<file path="config.mk">
export PLATFORM = sky130hd
export DESIGN_NAME = cnn_regs
export DESIGN_NICKNAME = d
export VERILOG_FILES = /design/src/design/cnn_pkg.sv /design/src/design/cnn_regs.sv
export SDC_FILE = /design/constraint.sdc
export NUM_CORES = 2
export LEC_CHECK = 0
export BUFFER_PORTS_ARGS = -buffer_cell sky130_fd_sc_hd__buf_4
export CAP_MARGIN = 20
export CELL_PAD_IN_SITES_DETAIL_PLACEMENT = 0
export CELL_PAD_IN_SITES_GLOBAL_PLACEMENT = 2
export CORE_AREA = 5 5 455 457
export CTS_CLUSTER_DIAMETER = 100
export CTS_CLUSTER_SIZE = 14
export DETAILED_ROUTE_END_ITERATION = 10
export DIE_AREA = 0 0 460 462
export PLACE_DENSITY = 0.63
export SLEW_MARGIN = 30
export SYNTH_ARGS = -nofsm -noshare
export SYNTH_HDL_FRONTEND = slang
export SYNTH_SLANG_ARGS = --single-unit
</file>
<file path="constraint.sdc">
create_clock -name clk -period 6 [get_ports clk]
set_input_delay 0.6 -clock clk [delete_from_list [all_inputs] [get_ports clk]]
set_output_delay 0.6 -clock clk [all_outputs]
set_load 0.005 [all_outputs]
</file>
<file path="src/design/cnn_pkg.sv">
package cnn_pkg;

    // **************************************************
    // network sizes
    // **************************************************
    localparam int IMG_DIM    = 8;                        // image side
    localparam int KER_DIM    = 3;                        // kernel side
    localparam int CONV_DIM   = IMG_DIM - KER_DIM + 1;    // valid windows per side
    localparam int POOL_DIM   = CONV_DIM / 2;             // after 2x2 max
    localparam int NUM_FEAT   = POOL_DIM * POOL_DIM;      // 9 pooled features
    localparam int NUM_CLASS  = 4;

    // word widths
    localparam int PIX_W      = 8;    // pixel, weight, feature
    localparam int BIAS_W     = 16;
    localparam int ACC_W      = 32;   // accumulators and scores
    localparam int SHIFT_W    = 4;
    localparam int FEAT_IDX_W = 4;
    localparam int CLASS_W    = 2;
    localparam int WB_ADR_W   = 8;    // word address
    localparam int WB_DAT_W   = 32;

    // requant limits, signed 8 bit
    localparam int SAT_MAX    = 127;
    localparam int SAT_MIN    = -128;

    // **************************************************
    // register map, word addresses
    // **************************************************
    localparam logic [WB_ADR_W-1:0] ADR_CTRL       = 8'h00;  // bit 0 start
    localparam logic [WB_ADR_W-1:0] ADR_STATUS     = 8'h01;  // bit 0 busy, bit 1 done
    localparam logic [WB_ADR_W-1:0] ADR_CONV_BIAS  = 8'h02;
    localparam logic [WB_ADR_W-1:0] ADR_CONV_SHIFT = 8'h03;
    localparam logic [WB_ADR_W-1:0] ADR_RESULT     = 8'h04;  // class index
    localparam logic [WB_ADR_W-1:0] ADR_FILT_BASE  = 8'h08;  // 9 taps, row-major, up to 0x10
    localparam logic [WB_ADR_W-1:0] ADR_SCORE_BASE = 8'h14;  // 4 scores, read only
    localparam logic [WB_ADR_W-1:0] ADR_DBIAS_BASE = 8'h18;  // 4 dense biases, clear of the taps
    localparam logic [WB_ADR_W-1:0] ADR_DWGT_BASE  = 8'h40;  // class * 9 + feature
    localparam logic [WB_ADR_W-1:0] ADR_IMG_BASE   = 8'h80;  // 64 pixels, row-major

endpackage

</file>
<file path="src/design/cnn_regs.sv">
module cnn_regs (
    input  logic                                              clk,
    input  logic                                              rst,
    input  logic                                              wb_cyc,
    input  logic                                              wb_stb,
    input  logic                                              wb_we,
    input  logic [cnn_pkg::WB_ADR_W-1:0]                      wb_adr,
    input  logic [cnn_pkg::WB_DAT_W-1:0]                      wb_dat_w,
    output logic [cnn_pkg::WB_DAT_W-1:0]                      wb_dat_r,
    output logic                                              wb_ack,
    output logic                                              start,
    output logic [cnn_pkg::IMG_DIM*cnn_pkg::IMG_DIM*cnn_pkg::PIX_W-1:0] image,
    output logic [cnn_pkg::KER_DIM*cnn_pkg::KER_DIM*cnn_pkg::PIX_W-1:0] filt_weights,
    output logic [cnn_pkg::BIAS_W-1:0]                        conv_bias,
    output logic [cnn_pkg::SHIFT_W-1:0]                       conv_shift,
    output logic [cnn_pkg::NUM_CLASS*cnn_pkg::NUM_FEAT*cnn_pkg::PIX_W-1:0] dense_weights,
    output logic [cnn_pkg::NUM_CLASS*cnn_pkg::BIAS_W-1:0]     dense_biases,
    input  logic                                              done,
    input  logic [cnn_pkg::CLASS_W-1:0]                       result_class,
    input  logic [cnn_pkg::NUM_CLASS*cnn_pkg::ACC_W-1:0]      scores
);
    import cnn_pkg::*;

    logic                         wb_req;     // new cycle, not yet acked
    logic                         wr_en;      // config write allowed
    logic                         start_req;
    logic                         busy;
    logic                         done_st;
    logic [CLASS_W-1:0]           class_q;    // captured on done
    logic [NUM_CLASS*ACC_W-1:0]   score_q;
    logic [WB_ADR_W-1:0]          off_filt;
    logic [WB_ADR_W-1:0]          off_score;
    logic [WB_ADR_W-1:0]          off_dbias;
    logic [WB_ADR_W-1:0]          off_dwgt;
    logic [WB_ADR_W-1:0]          off_img;
    logic                         in_filt;
    logic                         in_score;
    logic                         in_dbias;
    logic                         in_dwgt;
    logic                         in_img;
    logic [WB_DAT_W-1:0]          rd_data;

    assign wb_req    = wb_cyc & wb_stb & ~wb_ack;   // ack goes out next cycle
    assign wr_en     = wb_req & wb_we & ~busy;      // config frozen during a run
    assign start_req = wr_en & (wb_adr == ADR_CTRL) & wb_dat_w[0];

    // **************************************************
    // address decode of the array regions
    // **************************************************
    assign off_filt  = wb_adr - ADR_FILT_BASE;
    assign off_score = wb_adr - ADR_SCORE_BASE;
    assign off_dbias = wb_adr - ADR_DBIAS_BASE;
    assign off_dwgt  = wb_adr - ADR_DWGT_BASE;
    assign off_img   = wb_adr - ADR_IMG_BASE;

    assign in_filt  = (wb_adr >= ADR_FILT_BASE)  & (off_filt  < WB_ADR_W'(KER_DIM*KER_DIM));
    assign in_score = (wb_adr >= ADR_SCORE_BASE) & (off_score < WB_ADR_W'(NUM_CLASS));
    assign in_dbias = (wb_adr >= ADR_DBIAS_BASE) & (off_dbias < WB_ADR_W'(NUM_CLASS));
    assign in_dwgt  = (wb_adr >= ADR_DWGT_BASE)  & (off_dwgt  < WB_ADR_W'(NUM_CLASS*NUM_FEAT));
    assign in_img   = (wb_adr >= ADR_IMG_BASE)   & (off_img   < WB_ADR_W'(IMG_DIM*IMG_DIM));

    // read mux, signed fields come back sign-extended
    always_comb
    begin
        rd_data = '0;
        if (in_img)
            rd_data = WB_DAT_W'($signed(image[off_img*PIX_W +: PIX_W]));
        else if (in_dwgt)
            rd_data = WB_DAT_W'($signed(dense_weights[off_dwgt*PIX_W +: PIX_W]));
        else if (in_filt)
            rd_data = WB_DAT_W'($signed(filt_weights[off_filt*PIX_W +: PIX_W]));
        else if (in_dbias)
            rd_data = WB_DAT_W'($signed(dense_biases[off_dbias*BIAS_W +: BIAS_W]));
        else if (in_score)
            rd_data = score_q[off_score*ACC_W +: ACC_W];
        else
        begin
            case (wb_adr)
                ADR_STATUS:     rd_data = {{(WB_DAT_W-2){1'b0}}, done_st, busy};
                ADR_CONV_BIAS:  rd_data = WB_DAT_W'($signed(conv_bias));
                ADR_CONV_SHIFT: rd_data = WB_DAT_W'(conv_shift);   // unsigned
                ADR_RESULT:     rd_data = WB_DAT_W'(class_q);
                default:        rd_data = '0;                      // ctrl and holes
            endcase
        end
    end

    // storage, low bits of the write data only
    always_ff @(posedge clk)
    begin
        if (wr_en)
        begin
            if (in_img)
                image[off_img*PIX_W +: PIX_W] <= wb_dat_w[PIX_W-1:0];
            if (in_dwgt)
                dense_weights[off_dwgt*PIX_W +: PIX_W] <= wb_dat_w[PIX_W-1:0];
            if (in_filt)
                filt_weights[off_filt*PIX_W +: PIX_W] <= wb_dat_w[PIX_W-1:0];
            if (in_dbias)
                dense_biases[off_dbias*BIAS_W +: BIAS_W] <= wb_dat_w[BIAS_W-1:0];
            if (wb_adr == ADR_CONV_BIAS)
                conv_bias <= wb_dat_w[BIAS_W-1:0];
            if (wb_adr == ADR_CONV_SHIFT)
                conv_shift <= wb_dat_w[SHIFT_W-1:0];
        end
        if (done)
        begin
            class_q <= result_class;    // hold results for readback
            score_q <= scores;
        end
        if (wb_req)
            wb_dat_r <= rd_data;        // presented with ack
    end

    // handshake, start pulse and status
    always_ff @(posedge clk)
    begin
        if (rst)
        begin
            wb_ack  <= 1'b0;
            start   <= 1'b0;
            busy    <= 1'b0;
            done_st <= 1'b0;
        end
        else
        begin
            wb_ack <= wb_req;           // single-cycle ack
            start  <= start_req;
            if (start_req)
            begin
                busy    <= 1'b1;
                done_st <= 1'b0;        // new run hides old done
            end
            else if (done)
            begin
                busy    <= 1'b0;
                done_st <= 1'b1;
            end
        end
    end

endmodule

</file>
==> flow_metrics.tcl <==
set metrics [dict create \
    status "complete, no violations" \
    cp_top_family "compound AO/OA/AOI/OAI gates" \
    synth_warnings 0 \
    comb_power_share 0.085 \
    cts.root.buffer_cell "clkbuf_16" \
    syn_inst 3597 \
    syn-num-nets 3798 \
    ios 1166 \
    drc 0 \
    drt_iter0_markers 5669 \
    synth_mux_area_frac 0.1279 \
    crit_path_end_kind "flop" \
    final_area_sq_um 67010 \
    routabilityCongestion 0.9453 \
    setup_violations 0 \
    period_minus_slack_ns 4.209 \
    portBuffers 1149 \
    worst_slack_ns 1.791 \
    tns_ns 0 \
    reg2reg_setup_slack_ns 2.22 \
    fin_crit_sh 0.7015 \
    syn_to_final_growth_pct 32.38 \
    final.fill_count 20349 \
    powerDensity_nw_per_um2 239.3 \
    power_switching_mw 4.154 \
    avgViaCountPerCell 5.394 \
    wl_um 312700 \
    synth_flop_cell "edfxtp_1" \
    synth-adder-area-share 0.006180 \
    p_int_mw 11.88 \
    cts_tree "done" \
    path_cells "buf_8 > inv_2 > ha_1 > buf_4 > or4b_1 > o311ai_1 > o211ai_2 > a2111oi_2 > nand2_1 > nor2_1" \
    ys_ff_latch 1122 \
    finalClockSkew_ns 0.05042 \
    final_core_utilization 0.3299 \
    synth_top_family_by_area "simple AND/OR/NAND/NOR gates" \
    startpoint_type "primary input" \
    seqPwrFrac 0.539 \
    insertion_delay_ns 0.80 \
    cts_post_setup_buffers_inserted 0 \
    die_w_um 460 \
    crit_slowest_cell "nor2_1" \
    place_inst 7311 \
    rsz0062_at_grt "false" \
    grtUsageTotal 0.2824 \
    fin_cells 7573 \
    ys_top_cells_by_area "edfxtp_1 66%, mux4_2 12%, nor2_1 5.0%" \
    vias 40850 \
    clkTransAtPathRegs_ns 0.07 \
    tightest_slew_ns 1.032 \
    synth-compound-area-share 0.03320 \
    maxSlewHeadroom 0.3104 \
    cts_buffers 94 \
    max_stage_delay_ns 0.68 \
    seq_area_frac_synth 0.6648 \
    hold_class "in -> reg" \
    leakage_nw 20.27 \
    ys_types 83 \
    place_hpwl_um 240400 \
    p_total_mw 16.03 \
    drive_gt1_frac 0.3666 \
    synth_top_area_share 0.6633 \
    pwr-share-clk 0.376 \
    synthArstFlopShare 0 \
    first_pass_iters 6 \
    grt_start_max_net_pins 83 \
    cts_buffer_depth 3 \
    arrival_ns 4.59 \
    cts_sinks 1122 \
    die_area_sq_um 212500 \
    antenna_left 0 \
    fmax_ghz 0.2376 \
    cts_resized 0 \
    initial_core_util 0.2492 \
    antenna_found_initial 35 \
    cts_max_level 3 \
    synth_edf_count 1118 \
    max_cap_violations 0 \
    synth-simple-area-share 0.1358 \
    synth.avg_cell_area_sq_um 14.07 \
    grt_pass1_wl_um 399700 \
    std_cell_rows 166 \
    coreArea_sq_um 203100 \
    ir_drop_mv 0.2323 \
    place_ws_ns 0.9320 \
    synth_area_sq_um 50620 \
    synth_top_area_cell "edfxtp_1" \
    path_buf_inv 3 \
    maxSlewViolCount 0 \
    placed_area_sq_um 62980 \
    hold_slack_ns 0.07660 \
    synth-xor-area-share 0.002595 \
    swShare 0.2591 \
    required_ns 6.38 \
    num-nets-final 5054 \
    hold_viol_final 0 \
    crit_path_max_fanout 45 \
    crit_type "in -> reg" \
    die_height_um 462 \
    gr-total-overflow 0 \
    layout_common_cells "1331 x buf_4, 1118 x edfxtp_1, 662 x nor2_1" \
    wl_per_cell_um 41.29 \
    first_global_vias 39555 \
    final_common_cell "buf_4" \
]
-- final timing paths --
kind,start,end,cells after the start
min reg2reg,done_st,done_st,2
max,wb_adr[0],filt_weights[62],10
max reg2reg,dense_weights[236],wb_dat_r[4],6
min,scores[109],score_q[109],1
-- cell families after synthesis --
kind of cell	count (synthesis)
XOR/XNOR	15
AND/OR/NAND/NOR	1522
AO/OA/AOI/OAI	245
flip-flops	1122
adder cells (fa/ha/maj)	25
buffers and inverters	356
multiplexers	312
-- state kept, by name (all words and copies together) (netlist names) --
name,flops
busy,1
filt_weights,72
done_st,1
dense_weights,288
wb_ack,1
dense_biases,64
start,1
wb_dat_r,32
conv_bias,16
image,512
score_q,128
conv_shift,4
class_q,2
-- power by group through the flow --
stage | logic [mW] | registers, mW | clock network (mW)
finish | 1.37 | 8.64 | 6.03
detailed placement | 1.29 | 8.81 | 0
CTS | 1.37 | 8.64 | 6.11
floorplan | 0.611 | 8.79 | 0
global route | 1.42 | 8.64 | 6.37
global placement | 1.28 | 8.81 | 0
-- cell usage after synthesis, types with 15 or more instances --
library cell and instances:
ha_1 25, buf_1 25, edfxtp_1 1118, mux4_2 265, o21ai_1 18, clkbuf_1 219
and2_1 78, nor2_1 673, buf_2 48, nand2_1 205, a21oi_1 53, o21ai_0 34
a221oi_1 15, nand3_1 92, inv_1 41, a22oi_1 44, and3_1 23, mux2i_1 43
nor3_1 361
-- routing by layer --
| layer | vias up | part of all wire | track usage |
|---|---|---|---|
| met4 | 8 | 0.045 | 0.1050 |
| met1 | 21592 | 0.39 | 0.3691 |
| met3 | 411 | 0.10 | 0.07824 |
| li1 | 16061 | - | - |
| met5 | - | 0.00015 | 0 |
| met2 | 2778 | 0.46 | 0.4486 |
-- cell type report --
class                           instances  area (sq um)  share of cell area
Antenna cell                            8         20.02           0.0002988
Clock buffer                          106          2397             0.03578
Clock inverter                         14         264.0            0.003940
Inverter                               44         165.2            0.002465
Multi-Input combinational cell       2119         15680              0.2341
Sequential cell                      1122         33650              0.5022
Tap cell                             2688          3363             0.05019
Timing Repair Buffer                 1472         11460              0.1711
-- timing repair --
action / in CTS / in global routing
endpoints found under the hold margin: 137 / 0
hold buffers: 134 / 0
endpoints found under the setup margin: 0 / 0
(Power assumes the default switching activity.)
